[src/verilog/biu_pkg.sv]
/* Wishbone memory target package
   Bus encodings, widths, memory depth and the stage-to-stage structs */
`default_nettype none

package biu_pkg;

    // Bus widths, 8-bit granularity
    localparam int DATA_WIDTH = 32;
    localparam int ADDR_WIDTH = 32;
    localparam int SEL_WIDTH  = DATA_WIDTH / 8;

    // Memory depth and word index
    localparam int MEM_WORDS = 256;
    localparam int MEM_AW    = 8;
    localparam int IDX_LSB   = $clog2(SEL_WIDTH);

    // Window size in bytes, as an address-wide limit
    localparam logic [ADDR_WIDTH-1:0] WIN_LIMIT = ADDR_WIDTH'(MEM_WORDS * SEL_WIDTH);

    // Spare request bits, reserved
    localparam int REQ_PAD_W = ADDR_WIDTH - SEL_WIDTH;

    // Cycle type identifier
    typedef enum logic [2:0] {
        CLASSIC      = 3'b000,
        CONST_BURST  = 3'b001,
        INCR_BURST   = 3'b010,
        END_OF_BURST = 3'b111
    } wb_cti_t;

    // Burst type extension
    typedef enum logic [1:0] {
        LINEAR = 2'b00,
        WRAP4  = 2'b01,
        WRAP8  = 2'b10,
        WRAP16 = 2'b11
    } wb_bte_t;

    // Decoded bus request, responder to controller
    typedef struct packed {
        logic                  valid;
        logic                  we;
        logic                  eob;
        logic                  burst;
        logic                  in_range;
        logic [SEL_WIDTH-1:0]  sel;
        logic [MEM_AW-1:0]     index;
        logic [DATA_WIDTH-1:0] wdata;
        logic [REQ_PAD_W-1:0]  pad;
    } biu_req_t;

    // Memory command, controller to memory
    typedef struct packed {
        logic                  en;
        logic                  we;
        logic [SEL_WIDTH-1:0]  sel;
        logic [MEM_AW-1:0]     index;
        logic [DATA_WIDTH-1:0] wdata;
    } biu_mem_t;

    // Beat response, controller back to bus
    typedef struct packed {
        logic                  done;
        logic [DATA_WIDTH-1:0] rdata;
    } biu_rsp_t;

    typedef enum logic [1:0] {
        IDLE,
        ACCESS,
        BURST,
        DRAIN
    } biu_state_t;

endpackage

`default_nettype wire

[src/verilog/biu_burst_ctrl.sv]
/* Burst controller
   Sequences classic and incrementing-burst beats into memory commands */
`timescale 1ns/1ps
`default_nettype none

module biu_burst_ctrl (
    input  logic                            i_wb_clk,
    input  logic                            i_arst_n,
    input  biu_pkg::biu_req_t               i_req,
    input  logic [biu_pkg::DATA_WIDTH-1:0]  i_rdata,
    output biu_pkg::biu_mem_t               o_mem,
    output biu_pkg::biu_rsp_t               o_rsp
);

    biu_pkg::biu_state_t         state_q;
    biu_pkg::biu_state_t         state_d;
    logic                        issued_q;
    logic                        issued_d;
    logic [biu_pkg::MEM_AW-1:0]  beat_idx_q;
    logic [biu_pkg::MEM_AW-1:0]  beat_idx_d;
    logic                        beat_we_q;
    logic                        beat_we_d;
    logic [biu_pkg::MEM_AW-1:0]  next_idx;
    logic                        match;
    logic                        last;
    logic                        done;
    biu_pkg::biu_mem_t           cmd_cur;
    biu_pkg::biu_mem_t           cmd_next;

    assign next_idx = i_req.index + biu_pkg::MEM_AW'(1);

    // Presented beat is the one prepared last cycle
    assign match = i_req.valid && (i_req.index == beat_idx_q) && (i_req.we == beat_we_q);
    assign last  = i_req.eob || !i_req.burst;

    // Access for the beat on the bus, masked outside the window
    always_comb begin
        cmd_cur.en    = i_req.in_range;
        cmd_cur.we    = i_req.we & i_req.in_range;
        cmd_cur.sel   = i_req.sel;
        cmd_cur.index = i_req.index;
        cmd_cur.wdata = i_req.wdata;
    end

    // Speculative read of the following word
    // Index wraps with the window, out-of-range beats are zeroed anyway
    always_comb begin
        cmd_next.en    = 1'b1;
        cmd_next.we    = 1'b0;
        cmd_next.sel   = '1;
        cmd_next.index = next_idx;
        cmd_next.wdata = i_req.wdata;
    end

    always_comb begin
        state_d    = state_q;
        issued_d   = issued_q;
        beat_idx_d = beat_idx_q;
        beat_we_d  = beat_we_q;
        done       = 1'b0;
        o_mem      = '0;

        case (state_q)
            biu_pkg::IDLE: begin
                if (i_req.valid) begin
                    state_d  = biu_pkg::ACCESS;
                    issued_d = 1'b0;
                end
            end

            biu_pkg::ACCESS: begin
                if (!issued_q) begin
                    // First half, issue the command
                    if (i_req.valid) begin
                        o_mem      = cmd_cur;
                        issued_d   = 1'b1;
                        beat_idx_d = i_req.index;
                        beat_we_d  = i_req.we;
                    end else begin
                        state_d = biu_pkg::IDLE;
                    end
                end else if (match) begin
                    // Second half, acknowledge
                    done     = 1'b1;
                    issued_d = 1'b0;
                    if (last) begin
                        state_d = biu_pkg::DRAIN;
                    end else begin
                        state_d    = biu_pkg::BURST;
                        beat_idx_d = next_idx;
                        if (!i_req.we) begin
                            o_mem = cmd_next;
                        end
                    end
                end else if (i_req.valid) begin
                    // Request changed under us, reissue
                    o_mem      = cmd_cur;
                    beat_idx_d = i_req.index;
                    beat_we_d  = i_req.we;
                end else begin
                    issued_d = 1'b0;
                    state_d  = biu_pkg::IDLE;
                end
            end

            biu_pkg::BURST: begin
                if (match) begin
                    done = 1'b1;
                    // Write beats commit in the cycle they are acknowledged
                    if (i_req.we) begin
                        o_mem = cmd_cur;
                    end
                    if (last) begin
                        state_d = biu_pkg::DRAIN;
                    end else begin
                        beat_idx_d = next_idx;
                        if (!i_req.we) begin
                            o_mem = cmd_next;
                        end
                    end
                end else if (i_req.valid) begin
                    // Prediction missed, two-cycle access
                    o_mem      = cmd_cur;
                    issued_d   = 1'b1;
                    beat_idx_d = i_req.index;
                    beat_we_d  = i_req.we;
                    state_d    = biu_pkg::ACCESS;
                end else begin
                    // STB paused, beat restarts from IDLE
                    state_d = biu_pkg::IDLE;
                end
            end

            biu_pkg::DRAIN: begin
                state_d = biu_pkg::IDLE;
            end

            default: begin
                state_d = biu_pkg::IDLE;
            end
        endcase
    end

    always_ff @(posedge i_wb_clk or negedge i_arst_n) begin
        if (!i_arst_n) begin
            state_q    <= biu_pkg::IDLE;
            issued_q   <= 1'b0;
            beat_idx_q <= '0;
            beat_we_q  <= 1'b0;
        end else begin
            state_q    <= state_d;
            issued_q   <= issued_d;
            beat_idx_q <= beat_idx_d;
            beat_we_q  <= beat_we_d;
        end
    end

    // Write acks and out-of-window reads carry zero
    assign o_rsp.done  = done;
    assign o_rsp.rdata = (done && !i_req.we && i_req.in_range) ? i_rdata : '0;

endmodule

`default_nettype wire

[config.mk]
export PLATFORM = sky130hd
export DESIGN_NAME = biu_burst_ctrl
export DESIGN_NICKNAME = d
export VERILOG_FILES = /design/src/verilog/biu_pkg.sv /design/src/verilog/biu_burst_ctrl.sv
export SDC_FILE = /design/constraint.sdc
export NUM_CORES = 1
export LEC_CHECK = 0
export BUFFER_PORTS_ARGS = -buffer_cell sky130_fd_sc_hd__buf_2
export CAP_MARGIN = 40
export CORE_UTILIZATION = 25
export CTS_BUF_LIST = sky130_fd_sc_hd__clkbuf_2 sky130_fd_sc_hd__clkbuf_4 sky130_fd_sc_hd__clkbuf_8
export CTS_CLUSTER_DIAMETER = 80
export DETAILED_ROUTE_END_ITERATION = 12
export GPL_ROUTABILITY_DRIVEN = 0
export SLEW_MARGIN = 20
export SYNTH_ARGS = -nofsm -noshare
export SYNTH_HDL_FRONTEND = slang
export SYNTH_SLANG_ARGS = --single-unit
[constraint.sdc]
create_clock -name i_wb_clk -period 2.2 [get_ports i_wb_clk]
set_input_delay 0.22 -clock i_wb_clk [delete_from_list [all_inputs] [get_ports i_wb_clk]]
set_output_delay 0.22 -clock i_wb_clk [all_outputs]
set_load 0.02 [all_outputs]
==> results.toml <==
[synth]
ys_top_cells_by_area = "and2_1 21%, dfrtp_1 15%, o21ai_0 6.2%"
synth_cell_types = 49
ys_warn_count = 0
ys_seq_elements = 12
synth.largest_area_cell = "and2_1"
synth_edf_count = 0
syn_inst = 290
synthFlopType = "dfrtp_1"
yosysMostFrequentCell = "and2_1"
syn_area_sq_um = 2020
synth.top_cell.area_share = 0.207
syn_area_per_cell_sq_um = 6.98
seq_area_frac_synth = 0.148
async_flop_share = 1.00
synth_nets = 409
synth_common_cells = "67 x and2_1, 25 x nand2_1, 25 x o21ai_0, 16 x nand3_1, 14 x nor2_1"

[detailed_routing]
via_count = 3035
wire_per_inst_microns = 15.9
drt_iter0_drc = 148
dr.pass1.iters = 5
totalWireLength_mm = 9.66
ant_nets = 0
routed_via_density = 5.00
detail_route.drc_violations = 0

[critical_path]
crit_arrival_ns = 2.19
r2r-start = "state_q[1]"
end_kind = "output port"
worstSetupStartpoint = "beat_idx_q[4]"
start_kind = "flip-flop"
critical_path_class = "flip-flop to output port"
crit_fanout = 32
required_ns = 1.98

[placed_design]
hpwl_mm = 6.93
place_ws_ns = -0.0648
io_buffer_count = 161

[grt]
track_usage = 0.205
met2_usage = 0.371
grt_max_degree = 33
use_met1 = 0.250
overflow = 0
busiest_layer = "met2"
grt_pass1_vias = 2790
grt_use_met3 = 0.0240
antenna_found_initial = 0
grt_pass1_wl_mm = 13.9

[min_path]
hold_path.class = "input pin to asynchronous set/reset pin"

[cts]
clk_path_buf_depth = 2
cts-root-buf = "clkbuf_8"
cts_buffers = 3
tritoncts = "built"
clk_pin_slew_ns = 0.05
htree_levels = 1
cts.sinks = 12
clock_latency_ns = 0.24

[sta]
fmax_mhz = 416
setup_slack_ns = -0.205
setup-violations-final = 78
rsz0062_at_grt = "true"
tightest_slew_ns = 0.374
relSlewSlack = 0.751
period_needed_ns = 2.41
finalClockSkew_ns = 0.00393
slew_viol_final = 0
fin_crit_sh = 1.09
finalHoldViolations = 0

[floorplan]
rows = 32
die_h_microns = 92.0
core-area_sq_um = 7770
die_area_sq_um = 8460
die_w_microns = 92.0
ios = 190
start_util = 0.261

[power_and_ir_drop]
swShare = 0.441
pwr-share-clk = 0.082
powerDensity_nw_per_um2 = 592
p_int_mw = 1.38
p_switching_mw = 1.09
leakage_nw = 2.09
pwr-share-seq = 0.171
p_comb_frac = 0.747
vdd_drop_max_v = 0.000281
fin_total_pwr_mw = 2.47

[finish]
drive_gt1_frac = 0.646
layout.nets = 626
syn2layout_area_growth_pct = 106
antennaDiodeCount = 0

[status]
violations = "negative setup slack"
status = "finished, violations left"

[run]
drv_cap = 0
[per-layer routing]
metal / vias to the layer above / wire length [microns]
met3: 18 / 610
li1: 1444 / -
met2: 153 / 5010
met4: 0 / 218
met5: - / 0
met1: 1420 / 3820
[power by group through the flow]
stage / Sequential [mW] / Combinational (mW) / Clock (mW)
final: 0.422 / 1.84 / 0.202
after global routing: 0.432 / 1.98 / 0.223
after CTS: 0.401 / 1.53 / 0.212
after detailed placement: 0.405 / 1.36 / 0
after global placement: 0.400 / 1.35 / 0
after floorplan: 0.389 / 0.804 / 0
[registers in the layout (all words and copies together), names as in the netlist, named ones only]
name / cells
beat_idx_q: 8
state_q: 2
issued_q: 1
[layout make-up]
cell class / count / area (sq um)
Multi-Input combinational cell: 245 / 1870
Sequential cell: 12 / 302
Tap cell: 102 / 128
Inverter: 13 / 51.3
Fill cell: 693 / 3600
Timing Repair Buffer: 232 / 1770
Clock buffer: 3 / 41.3
[path summary, 6_finish.rpt]
kind | cells past startpoint | to | slack, ns
setup / recovery | 8 | o_rsp[12] | -0.21
max in group asynchronous | 2 | state_q[0] | 1.55
hold reg to reg | 1 | flip-flop | 0.53
min in group i_wb_clk | 3 | flip-flop | 0.52
hold / removal | 2 | beat_idx_q[3] | 0.40
setup reg to reg | 9 | beat_idx_q[0] | 0.02
[timing repair]
item / 4_1_cts / 5_1_grt
pin swaps: 8 / 29
resized for setup: 87 / 119
buffers inserted: 9 / 5
setup endpoints to repair: 78 / 84
endpoints found under the hold margin: 12 / 0
gates cloned: 2 / 1
hold buffers: 1 / 0
[worst max-delay path: stages (launching register included)]
cell and delay (ns):
dfrtp_1 0.38, xnor2_1 0.18, nand3_2 0.20, nor4_4 0.29, nand2_2 0.13, nor4b_4 0.27, buf_12 0.20, and2_2 0.17
buf_6 0.11
[cell families after synthesis]
logic type                 after synthesis  synth area share
buffers and inverters                   33            0.0705
AOI/OAI and AO/OA                       67             0.210
adders and majority gates                8            0.0494
xor gates and xnor gates                14            0.0606
DFF                                     12             0.148
muxes                                    8            0.0402
and+or+nand+nor                        148             0.422
[cells in the final DEF (no fill, tap or decap), drive strengths merged, types with 2 or more instances in the layout]
cell type | netlist | final
a21oi | 7 | 7
a22o | 7 | 7
a22oi | 4 | 4
a31oi | 3 | 3
and2 | 67 | 67
buf | 7 | 231
clkbuf | 13 | 3
dfrtp | 12 | 12
ha | 8 | 8
inv | 13 | 13
mux2i | 7 | 7
nand2 | 27 | 27
nand2b | 2 | 2
nand3 | 17 | 17
nand4 | 4 | 4
nor2 | 14 | 14
nor3 | 6 | 6
nor4 | 5 | 5
o21ai | 27 | 27
o22ai | 6 | 6
xnor2 | 12 | 12
xor2 | 2 | 2
[stage by stage]
stage	hold WS (ns)	cell area [sq um]	setup TNS [ns]	util	instances
2_1_floorplan	-0.0756	2060	-0.0198	-	290
3_3_place_gp	0.130	3320	-0.538	0.428	587
3_5_place_dp	0.132	3320	-0.432	0.428	587
4_1_cts	0.403	3730	-12.70	0.481	602
5_1_grt	0.439	4160	-17.49	0.536	607
6_report	0.397	4160	-9.12	0.536	607
(Power assumes the default switching activity.)
