==> src/verilog/biu_pkg.sv <==
/* Wishbone memory target package
   Bus encodings, widths, memory depth and the stage-to-stage structs */
`default_nettype none

package biu_pkg;

    // Bus widths, 8-bit granularity
    localparam int DATA_WIDTH = 32;
    localparam int ADDR_WIDTH = 32;
    localparam int SEL_WIDTH  = DATA_WIDTH / 8;

    // Memory depth and word index
    localparam int MEM_WORDS = 256;
    localparam int MEM_AW    = 8;
    localparam int IDX_LSB   = $clog2(SEL_WIDTH);

    // Window size in bytes, as an address-wide limit
    localparam logic [ADDR_WIDTH-1:0] WIN_LIMIT = ADDR_WIDTH'(MEM_WORDS * SEL_WIDTH);

    // Spare request bits, reserved
    localparam int REQ_PAD_W = ADDR_WIDTH - SEL_WIDTH;

    // Cycle type identifier
    typedef enum logic [2:0] {
        CLASSIC      = 3'b000,
        CONST_BURST  = 3'b001,
        INCR_BURST   = 3'b010,
        END_OF_BURST = 3'b111
    } wb_cti_t;

    // Burst type extension
    typedef enum logic [1:0] {
        LINEAR = 2'b00,
        WRAP4  = 2'b01,
        WRAP8  = 2'b10,
        WRAP16 = 2'b11
    } wb_bte_t;

    // Decoded bus request, responder to controller
    typedef struct packed {
        logic                  valid;
        logic                  we;
        logic                  eob;
        logic                  burst;
        logic                  in_range;
        logic [SEL_WIDTH-1:0]  sel;
        logic [MEM_AW-1:0]     index;
        logic [DATA_WIDTH-1:0] wdata;
        logic [REQ_PAD_W-1:0]  pad;
    } biu_req_t;

    // Memory command, controller to memory
    typedef struct packed {
        logic                  en;
        logic                  we;
        logic [SEL_WIDTH-1:0]  sel;
        logic [MEM_AW-1:0]     index;
        logic [DATA_WIDTH-1:0] wdata;
    } biu_mem_t;

    // Beat response, controller back to bus
    typedef struct packed {
        logic                  done;
        logic [DATA_WIDTH-1:0] rdata;
    } biu_rsp_t;

    typedef enum logic [1:0] {
        IDLE,
        ACCESS,
        BURST,
        DRAIN
    } biu_state_t;

endpackage

`default_nettype wire

==> src/verilog/biu_responder_wb.sv <==
/* Wishbone B4 responder
   Qualifies bus cycles, decodes the address window and builds the request */
`timescale 1ns/1ps
`default_nettype none

module biu_responder_wb #(
    parameter logic [biu_pkg::ADDR_WIDTH-1:0] BASE_ADDR = '0
)(
    input  logic                            i_wb_clk,
    input  logic                            i_arst_n,
    input  logic                            i_wb_cyc,
    input  logic                            i_wb_stb,
    input  logic                            i_wb_we,
    input  biu_pkg::wb_cti_t                i_wb_cti,
    input  biu_pkg::wb_bte_t                i_wb_bte,
    input  logic [biu_pkg::SEL_WIDTH-1:0]   i_wb_sel,
    input  logic [biu_pkg::ADDR_WIDTH-1:0]  i_wb_addr,
    input  logic [biu_pkg::DATA_WIDTH-1:0]  i_wb_data,
    input  biu_pkg::biu_rsp_t               i_rsp,
    output biu_pkg::biu_req_t               o_req,
    output logic                            o_wb_ack,
    output logic [biu_pkg::DATA_WIDTH-1:0]  o_wb_data
);

    logic [biu_pkg::ADDR_WIDTH-1:0] offset;
    logic                           incr_linear;
    logic                           in_burst_q;

    // Byte offset into the window
    // Below base wraps to a large value and fails the limit test
    assign offset = i_wb_addr - BASE_ADDR;

    // Only linear incrementing bursts get prefetch
    // Wrap bursts fall back to single beats at the master's addresses
    assign incr_linear = (i_wb_cti == biu_pkg::INCR_BURST) &&
                         (i_wb_bte == biu_pkg::LINEAR);

    // Open burst tracking, updated on each acknowledged beat
    always_ff @(posedge i_wb_clk or negedge i_arst_n) begin
        if (!i_arst_n) begin
            in_burst_q <= 1'b0;
        end else if (!i_wb_cyc) begin
            in_burst_q <= 1'b0;
        end else if (i_rsp.done) begin
            in_burst_q <= incr_linear;
        end
    end

    always_comb begin
        o_req.valid    = i_wb_cyc & i_wb_stb;
        o_req.we       = i_wb_we;
        // END_OF_BURST, or a burst closed by a non-incrementing CTI
        o_req.eob      = (i_wb_cti == biu_pkg::END_OF_BURST) | (in_burst_q & ~incr_linear);
        o_req.burst    = incr_linear;
        // Single window check for the whole design
        o_req.in_range = (offset < biu_pkg::WIN_LIMIT);
        o_req.sel      = i_wb_sel;
        o_req.index    = offset[biu_pkg::IDX_LSB +: biu_pkg::MEM_AW];
        o_req.wdata    = i_wb_data;
        o_req.pad      = '0;
    end

    // Response goes straight back to the bus
    assign o_wb_ack  = i_rsp.done;
    assign o_wb_data = i_rsp.rdata;

endmodule

`default_nettype wire

==> config.mk <==
export PLATFORM = sky130hd
export DESIGN_NAME = biu_responder_wb
export DESIGN_NICKNAME = d
export VERILOG_FILES = /design/src/verilog/biu_pkg.sv /design/src/verilog/biu_responder_wb.sv
export SDC_FILE = /design/constraint.sdc
export NUM_CORES = 1
export LEC_CHECK = 0
export BUFFER_PORTS_ARGS = -buffer_cell sky130_fd_sc_hd__buf_2
export CORE_AREA = 2 2 86 88
export CTS_BUF_LIST = sky130_fd_sc_hd__clkbuf_4 sky130_fd_sc_hd__clkbuf_8
export DETAILED_ROUTE_END_ITERATION = 8
export DIE_AREA = 0 0 88 90
export PLACE_DENSITY_LB_ADDON = 0.12
export RECOVER_POWER = 50
export SYNTH_ARGS = -nofsm -noshare
export SYNTH_HDL_FRONTEND = slang
export SYNTH_SLANG_ARGS = --single-unit
==> constraint.sdc <==
create_clock -name i_wb_clk -period 2.2 [get_ports i_wb_clk]
set_input_delay 0.11 -clock i_wb_clk [delete_from_list [all_inputs] [get_ports i_wb_clk]]
set_output_delay 0.11 -clock i_wb_clk [all_outputs]
set_load 0.03 [all_outputs]
==> results.py, run 1 <==
metrics = {
    "sta": {
        "drv_slew": 0,
        "hold_viol": 0,
        "total_negative_setup_slack_ns": 0,
        "finalSetupViolations": 0,
        "fin_crit_ns": 1.340,
        "fin_skew_ns": 0,
        "timing.final.crit_share_pct": 60.90,
        "max_frequency_ghz": 0.7464,
        "grt_setup_unrepaired": "false",
    },
    "layout": {
        "post_route_cells_drive_above_1_share_pct": 46.91,
        "antennaDiodeCount": 0,
        "total_nets_final": 194,
        "largest_register_ffs": 1,
        "area_growth_pct": -41.50,
        "biggestRegsByFlops": "in_burst_q (1)",
        "max_flop_register": "in_burst_q",
        "post-route-cell-area_um2": 546.8,
    },
    "power_and_ir_drop": {
        "total_power_uw": 126.6,
        "leakage_nw": 0.2820,
        "max-vdd-ir-drop_v": 0.00003084,
        "power-per-cell-area_nw_per_um2": 231.6,
    },
    "floorplan": {
        "start_util_pct": 13.31,
        "die_width_um": 88,
        "ios": 221,
        "floorplan.die_area_um2": 7920,
        "floorplan.die.height_um": 90,
        "count_of_standard_cell_rows": 31,
        "design.core.area_um2": 7020,
    },
    "place": {
        "portBuffers": 36,
        "placed_instance_area_um2": 536.8,
        "place.gp.congestion": 0.6000,
        "hpwlAfterDp_um": 1507,
    },
    "clocking": {
        "insertion_delay_ns": 0,
        "cts_setup_buffers": 0,
    },
    "synthesis": {
        "post_synth_inst_count": 124,
        "total_standard_cell_area_after_synthesis_um2": 934.6,
        "ys_seq_area_share_pct": 2.677,
        "synth_seq_cells": 1,
        "yosys.cell_types.count": 14,
        "synth-warning-count": 0,
        "syn-mean-instance-area_um2": 7.537,
    },
    "worst_setup_path": {
        "timing.critical_path.slowest_stage_cell": "or4_1",
        "worstPathCellList": "buf_2 > or4_1 > nor4_2 > buf_2",
        "critPathCaptureType": "output port",
        "slowest_delay_ns": 0.54,
        "critical_path_buf_inv_count": 2,
        "critical_path_startpoint_category": "input pin",
        "arrival_ns": 1.23,
        "timing.critical_path.from": "i_wb_addr[26]",
        "critical-path-top-cell-by-count": "buf_2",
        "crit_type": "in -> out",
        "path_max_fanout": 1,
        "critical_path_required_ns": 2.09,
        "cpLargestDelayFamily": "simple AND/OR/NAND/NOR gates",
        "worstReg2RegStart": "in_burst_q",
    },
    "status": {
        "result_of_the_run": "completed",
    },
    "route": {
        "detailroute.via_count": 455,
        "drc": 0,
        "drt_first_pass_iters": 4,
        "vias_per_cell": 2.528,
        "drt_iter0_drc": 1,
        "postRouteAntennaNets": 0,
        "wirelength_per_cell_um": 8.950,
        "finalWirelength_um": 1611,
    },
    "grt": {
        "grt_pass1_vias": 361,
        "antenna_found_initial": 0,
        "grt_remaining_overflow": 0,
        "grt.total_usage_pct": 3.013,
        "grt_max_degree": 4,
        "global_route_wire_length_before_repair_um": 1869,
    },
    "worst_hold_path": {
        "hp-class": "in -> out",
        "timing.hold.worst.start": "i_wb_data[1]",
    },
    "run": {
        "maxCapViolations": 0,
    },
}
-- cells in the mapped netlist, drive strengths merged --
library cell / count / area [µm²]
nand2: 2 / 7.510
nor4: 5 / 37.53
buf: 107 / 803.3
dfrtp: 1 / 25.02
nand4: 1 / 6.260
and2: 1 / 6.260
o22ai: 1 / 6.260
inv: 1 / 3.750
nand2b: 1 / 6.260
or4: 2 / 18.77
conb: 1 / 3.750
a32o: 1 / 10.01
-- where the power goes --
part	switching [mW]	internal (mW)
clock	0	0
sequential	0.0000890	0.0189
combinational	0.0818	0.0258
-- worst register-to-register path, cell delays in order (launching register included) --
cell and delay [ns]:
dfrtp_1 0.36, nand2_1 0.06, o22ai_1 0.07
-- through the flow --
step	cells	hold WS, ns	utilization [%]	worst slack (ns)
after floorplan	151	-0.1856	-	0.8224
after global routing	180	0.2200	7.788	0.7853
after global placement	179	-0.1103	7.646	0.8061
after CTS	180	0.2202	7.788	0.8115
final	180	0.2200	7.788	0.8602
after detailed placement	179	-0.1114	7.646	0.8115
-- cell usage in the layout (no fill, tap or decap), drive strengths merged --
cell type	netlist	layout
nand2	2	2
dfrtp	1	1
or4	2	2
inv	1	1
dlygate4sd3	0	1
nor4	5	5
buf	107	36
a32o	1	1
nand2b	1	1
and2	1	1
o22ai	1	1
conb	1	28
nand4	1	1
-- worst paths after layout --
| path | cells past startpoint | endpoint | slack (ns) |
|---|---|---|---|
| min reg2reg | 2 | in_burst_q | 0.54 |
| max | 4 | o_req[72] | 0.86 |
| max reg2reg | 2 | in_burst_q | 1.58 |
| min | 0 | o_req[29] | 0.22 |
| max in group asynchronous | 2 | in_burst_q | 1.69 |
| min in group asynchronous | 2 | in_burst_q | 0.43 |
-- cell families after synthesis --
family          after synthesis  share of synthesized area [%]
other cells                   1                         0.4012
simple gates                 12                          8.836
compound gates                2                          1.741
flops                         1                          2.677
buf+inv                     108                          86.34
-- area by class of cell --
class	instances	area (µm²)
fillers	836	6474
multi-input cells	42	203.9
repair buffers	37	190.2
well taps	99	123.9
flip-flops and latches	1	25.02
inverters	1	3.754
-- per-layer routing --
layer	vias to the layer above	GRT usage [%]	part of all wire [%]
li1	171	-	-
met1	178	0.6619	14
met2	76	5.871	47
met3	30	2.388	27
met4	0	4.103	12
met5	-	0	0
-- what timing repair did --
action,CTS,global route
gates resized for setup,0,0
endpoints found under the hold margin,1,0
hold buffers,1,0
(Power assumes the default switching activity.)
==> run 2, diff against run 1 <==
- CORE_AREA: 2 2 86 88 -> 2 2 87 89
- DIE_AREA: 0 0 88 90 -> 0 0 89 91
- clock period: 2.2 -> 1.4 ns (I/O delays scaled with it)
==> run 2 against run 1 <==
Compared with the run above:
- total power rose by 59%
- die area rose by 2.3%
- largest cell class unchanged
- hold slack got worse by 0.080 ns
- critical path type unchanged
==> results.py, run 2 (synthesis results as in run 1) <==
metrics = {
    "sta": {
        "fin_skew_ns": 0,
        "fin_crit_ns": 1.207,
        "hold_viol": 0,
        "total_negative_setup_slack_ns": 0,
        "max_frequency_ghz": 0.8285,
        "drv_slew": 0,
        "grt_setup_unrepaired": "false",
        "finalSetupViolations": 0,
        "timing.final.crit_share_pct": 86.22,
        "timing.final.ws_setup_ns": 0.1930,
    },
    "floorplan": {
        "ios": 221,
        "floorplan.die_area_um2": 8099,
        "floorplan.die.height_um": 91,
        "count_of_standard_cell_rows": 31,
        "start_util_pct": 13.10,
        "die_width_um": 89,
        "design.core.area_um2": 7137,
    },
    "route": {
        "vias_per_cell": 2.794,
        "detailroute.via_count": 503,
        "wirelength_per_cell_um": 9.367,
        "postRouteAntennaNets": 0,
        "drt_first_pass_iters": 1,
        "finalWirelength_um": 1686,
        "drc": 0,
        "drt_iter0_drc": 0,
    },
    "layout": {
        "multi_input_comb_area_um2": 203.9,
        "fill_cells": 879,
        "max_flop_register": "in_burst_q",
        "area_growth_pct": -41.50,
        "sequential_cell_area_um2": 25.02,
        "post_route_cells_drive_above_1_share_pct": 46.91,
        "most_frequent_cells_in_the_layout": "36 x buf_2, 28 x conb_1, 4 x nor4_1",
        "largest_register_ffs": 1,
        "most_common_cell_after_layout_fill_and_taps_aside": "buf_2",
        "biggestRegsByFlops": "in_burst_q (1)",
        "post-route-cell-area_um2": 546.8,
        "total_nets_final": 194,
        "antennaDiodeCount": 0,
    },
    "clocking": {
        "cts_setup_buffers": 0,
        "insertion_delay_ns": 0,
        "cts_resized": 0,
    },
    "place": {
        "pre_cts_ws_ns": 0.1972,
        "portBuffers": 36,
        "hpwlAfterDp_um": 1490,
        "placed_instance_area_um2": 536.8,
        "place.gp.congestion": 0.5851,
    },
    "worst_setup_path": {
        "ff2ff_setup_slack_ns": 0.80,
        "cpLargestDelayFamily": "simple AND/OR/NAND/NOR gates",
        "critPathCaptureType": "output port",
        "critical_path_startpoint_category": "input pin",
        "worstPathCellList": "buf_2 > or4_1 > nor4_2 > buf_2",
        "timing.critical_path.slowest_stage_cell": "or4_1",
        "critical-path-top-cell-by-count": "buf_2",
        "critical_path_buf_inv_count": 2,
        "slowest_delay_ns": 0.53,
        "crit_type": "in -> out",
        "critical_path_required_ns": 1.33,
        "arrival_ns": 1.14,
        "path_max_fanout": 1,
    },
    "grt": {
        "grt_remaining_overflow": 0,
        "antenna_found_initial": 0,
        "grt.total_usage_pct": 3.242,
        "grt_max_degree": 4,
        "grt_pass1_vias": 487,
        "global_route_wire_length_before_repair_um": 2076,
    },
    "power_and_ir_drop": {
        "max-vdd-ir-drop_v": 0.00005105,
        "leakage_nw": 0.2820,
        "power-per-cell-area_nw_per_um2": 368.9,
    },
    "worst_hold_path": {
        "hp-class": "in -> out",
    },
    "run": {
        "maxCapViolations": 0,
    },
    "status": {
        "result_of_the_run": "completed",
    },
}
## run 2: cell counts in the layout (fill, tap and decap cells not counted)
Identical to the previous run, type by type.
## run 2: final timing paths
kind / from / to / cells after the start
min reg2reg: in_burst_q / in_burst_q / 2
min in group asynchronous: i_arst_n / in_burst_q / 2
max reg2reg: in_burst_q / in_burst_q / 2
max: i_wb_addr[26] / o_req[72] / 4
max in group asynchronous: i_arst_n / in_burst_q / 2
min: i_wb_data[3] / o_req[31] / 0
## run 2: what timing repair did
action,CTS,global route
hold buffers,1,0
endpoints found under the setup margin,0,0
hold endpoints to repair,1,0
## run 2: worst reg2reg max path, stage by stage, from the launching register on
cell and delay [ns]:
dfrtp_1 0.36, nand2_1 0.06, o22ai_1 0.06
## run 2: power by group
part / switching (mW) / leakage [nW] / internal (mW)
Combinational: 0.131 / 0.268 / 0.0408
Clock: 0 / 0 / 0
Sequential: 0.000121 / 0.0139 / 0.0297
Total: 0.131 / 0.282 / 0.0704
## run 2: layout make-up
class / count / area share (%)
tap: 99 / 22.65
timing repair buffer: 37 / 34.78
inverter: 1 / 0.6865
sequential: 1 / 4.577
multi-input combinational: 42 / 37.30
## run 2: routing by layer
layer / up-vias / wire [µm] / GRT usage [%]
li1: 170 / - / -
met1: 195 / 193 / 0.4357
met2: 90 / 792 / 6.530
met3: 48 / 440 / 2.273
met4: 0 / 259 / 4.975
met5: - / 0 / 0
## run 2: stage by stage
step	cells	hold slack, ns	utilization, %	total power, mW
finish	180	0.1400	7.661	0.2017
global route	180	0.1400	7.661	0.2137
CTS	180	0.1402	7.661	0.2009
detailed placement	179	-0.1499	7.521	0.1986
global placement	179	-0.1497	7.521	0.1961
floorplan	151	-0.2256	-	0.6209
==> run 3, diff against run 2 <==
- CELL_PAD_IN_SITES_DETAIL_PLACEMENT: unset -> 1
- CELL_PAD_IN_SITES_GLOBAL_PLACEMENT: unset -> 1
- CORE_AREA: 2 2 87 89 -> unset
- CORE_ASPECT_RATIO: unset -> 0.5
- CORE_MARGIN: unset -> 2
- CORE_UTILIZATION: unset -> 12
- DIE_AREA: 0 0 89 91 -> unset
- SETUP_SLACK_MARGIN: unset -> 0.5
- SLEW_MARGIN: unset -> 20
==> run 3 against run 2 <==
Compared with the run above:
- die area rose by 5.6%
- core utilization rose by 0.54 points
- global-route usage fell by 0.49 points
- first-iteration DRC count rose by 2
- sequential power barely moved
- worst setup slack improved by 0.037 ns
- maximum frequency rose by 3.1%
- critical path depth rose by 1
- hold slack did not move
- clock skew did not move
- register-to-register slack got worse by 0.02 ns
- flip-flop and latch count did not move
==> results.py, run 3 (synthesis results as in run 1) <==
metrics = {
    "layout": {
        "total_nets_final": 195,
        "max_flop_register": "in_burst_q",
        "antennaDiodeCount": 0,
        "most_common_cell_after_layout_fill_and_taps_aside": "buf_2",
        "largest_register_ffs": 1,
        "post_route_cells_drive_above_1_share_pct": 53.66,
        "biggestRegsByFlops": "in_burst_q (1)",
        "area_growth_pct": -34.81,
        "most_frequent_cells_in_the_layout": "31 x buf_2, 28 x conb_1, 5 x buf_6",
    },
    "worst_setup_path": {
        "slowest_delay_ns": 0.44,
        "critical_path_required_ns": 1.33,
        "ff2ff_setup_slack_ns": 0.78,
        "critical-path-top-cell-by-count": "buf_6",
        "worstPathCellList": "buf_6 > nand2b_4 > or4_4 > a32o_2 > buf_6",
        "arrival_ns": 1.10,
        "critical_path_startpoint_category": "input pin",
        "path_max_fanout": 3,
        "timing.critical_path.slowest_stage_cell": "or4_4",
        "crit_type": "in -> out",
        "critPathCaptureType": "output port",
    },
    "floorplan": {
        "design.core.area_um2": 7432,
        "start_util_pct": 12.58,
        "ios": 221,
        "count_of_standard_cell_rows": 22,
        "die_width_um": 128.8,
        "floorplan.die_area_um2": 8554,
        "floorplan.die.height_um": 66.41,
    },
    "status": {
        "result_of_the_run": "completed",
    },
    "sta": {
        "grt_setup_unrepaired": "true",
        "fin_skew_ns": 0,
        "max_frequency_ghz": 0.8544,
        "finalSetupViolations": 0,
        "fin_crit_ns": 1.170,
        "drv_slew": 0,
        "timing.final.crit_share_pct": 83.60,
        "total_negative_setup_slack_ns": 0,
        "hold_viol": 0,
    },
    "route": {
        "wirelength_per_cell_um": 9.685,
        "drt_iter0_drc": 2,
        "vias_per_cell": 2.466,
        "postRouteAntennaNets": 0,
        "drt_first_pass_iters": 2,
        "drc": 0,
        "detailroute.via_count": 439,
        "finalWirelength_um": 1724,
    },
    "power_and_ir_drop": {
        "power-per-cell-area_nw_per_um2": 350.2,
        "total_power_uw": 213.4,
        "max-vdd-ir-drop_v": 0.00004184,
        "leakage_nw": 0.3088,
    },
    "clocking": {
        "insertion_delay_ns": 0,
    },
    "grt": {
        "grt_remaining_overflow": 0,
        "global_route_wire_length_before_repair_um": 1883,
        "grt_max_degree": 4,
        "antenna_found_initial": 0,
        "grt.total_usage_pct": 2.751,
        "grt_pass1_vias": 370,
    },
    "worst_hold_path": {
        "hp-class": "in -> out",
    },
    "place": {
        "place.gp.congestion": 0.5870,
        "portBuffers": 36,
    },
    "run": {
        "maxCapViolations": 0,
    },
}
run 3: path summary, 6_finish.rpt:
path | from | end | cells after the start
max in group asynchronous | i_arst_n | in_burst_q | 2
min in group asynchronous | i_arst_n | in_burst_q | 2
hold reg to reg | in_burst_q | in_burst_q | 2
hold / removal | i_wb_data[15] | o_req[43] | 0
setup / recovery | i_wb_cti[0] | o_req[74] | 5
setup reg to reg | in_burst_q | in_burst_q | 2
run 3: timing repair:
item	in CTS	in global routing
endpoints found under the setup margin	4	4
resized for setup	7	5
endpoints found under the hold margin	1	0
hold buffers	1	0
pin swaps	0	1
setup buffers	0	1
run 3: power breakdown:
| part | switching, mW | internal [mW] | total, mW |
|---|---|---|---|
| Combinational | 0.133 | 0.0509 | 0.184 |
| Clock | 0 | 0 | 0 |
| Sequential | 0.000137 | 0.0297 | 0.0298 |
| Total | 0.133 | 0.0806 | 0.213 |
run 3: critical path: cells and delay by family:
kind / cells / cell delay, ns
buffers and inverters: 2 / 0.23
and+or+nand+nor: 2 / 0.56
AOI/OAI and AO/OA: 1 / 0.24
run 3: layout make-up:
| class | instances | area [µm²] |
|---|---|---|
| inverter | 1 | 3.754 |
| fill | 909 | 6823 |
| multi-input combinational | 42 | 231.5 |
| timing repair buffer | 38 | 229.0 |
| tap | 96 | 120.1 |
| sequential | 1 | 25.02 |
run 3: per-stage QoR:
| step | hold WS [ns] | std cells | util, % | worst slack (ns) | instance area (µm²) |
|---|---|---|---|---|---|
| after floorplan | -0.2256 | 151 | - | 0.2499 | 1046 |
| after global placement | -0.1539 | 176 | 7.306 | 0.1466 | 543.0 |
| after detailed placement | -0.1538 | 176 | 7.306 | 0.1499 | 543.0 |
| after CTS | 0.1402 | 177 | 7.744 | 0.2213 | 575.6 |
| after global routing | 0.1400 | 178 | 8.199 | 0.1966 | 609.3 |
| final | 0.1400 | 178 | 8.199 | 0.2296 | 609.3 |
run 3: metal layers:
metal / GRT usage (%) / vias up / routed length, µm
li1: - / 172 / -
met1: 1.756 / 203 / 337
met2: 5.820 / 50 / 1063
met3: 1.861 / 14 / 282
met4: 1.359 / 0 / 42
met5: 0 / - / 0
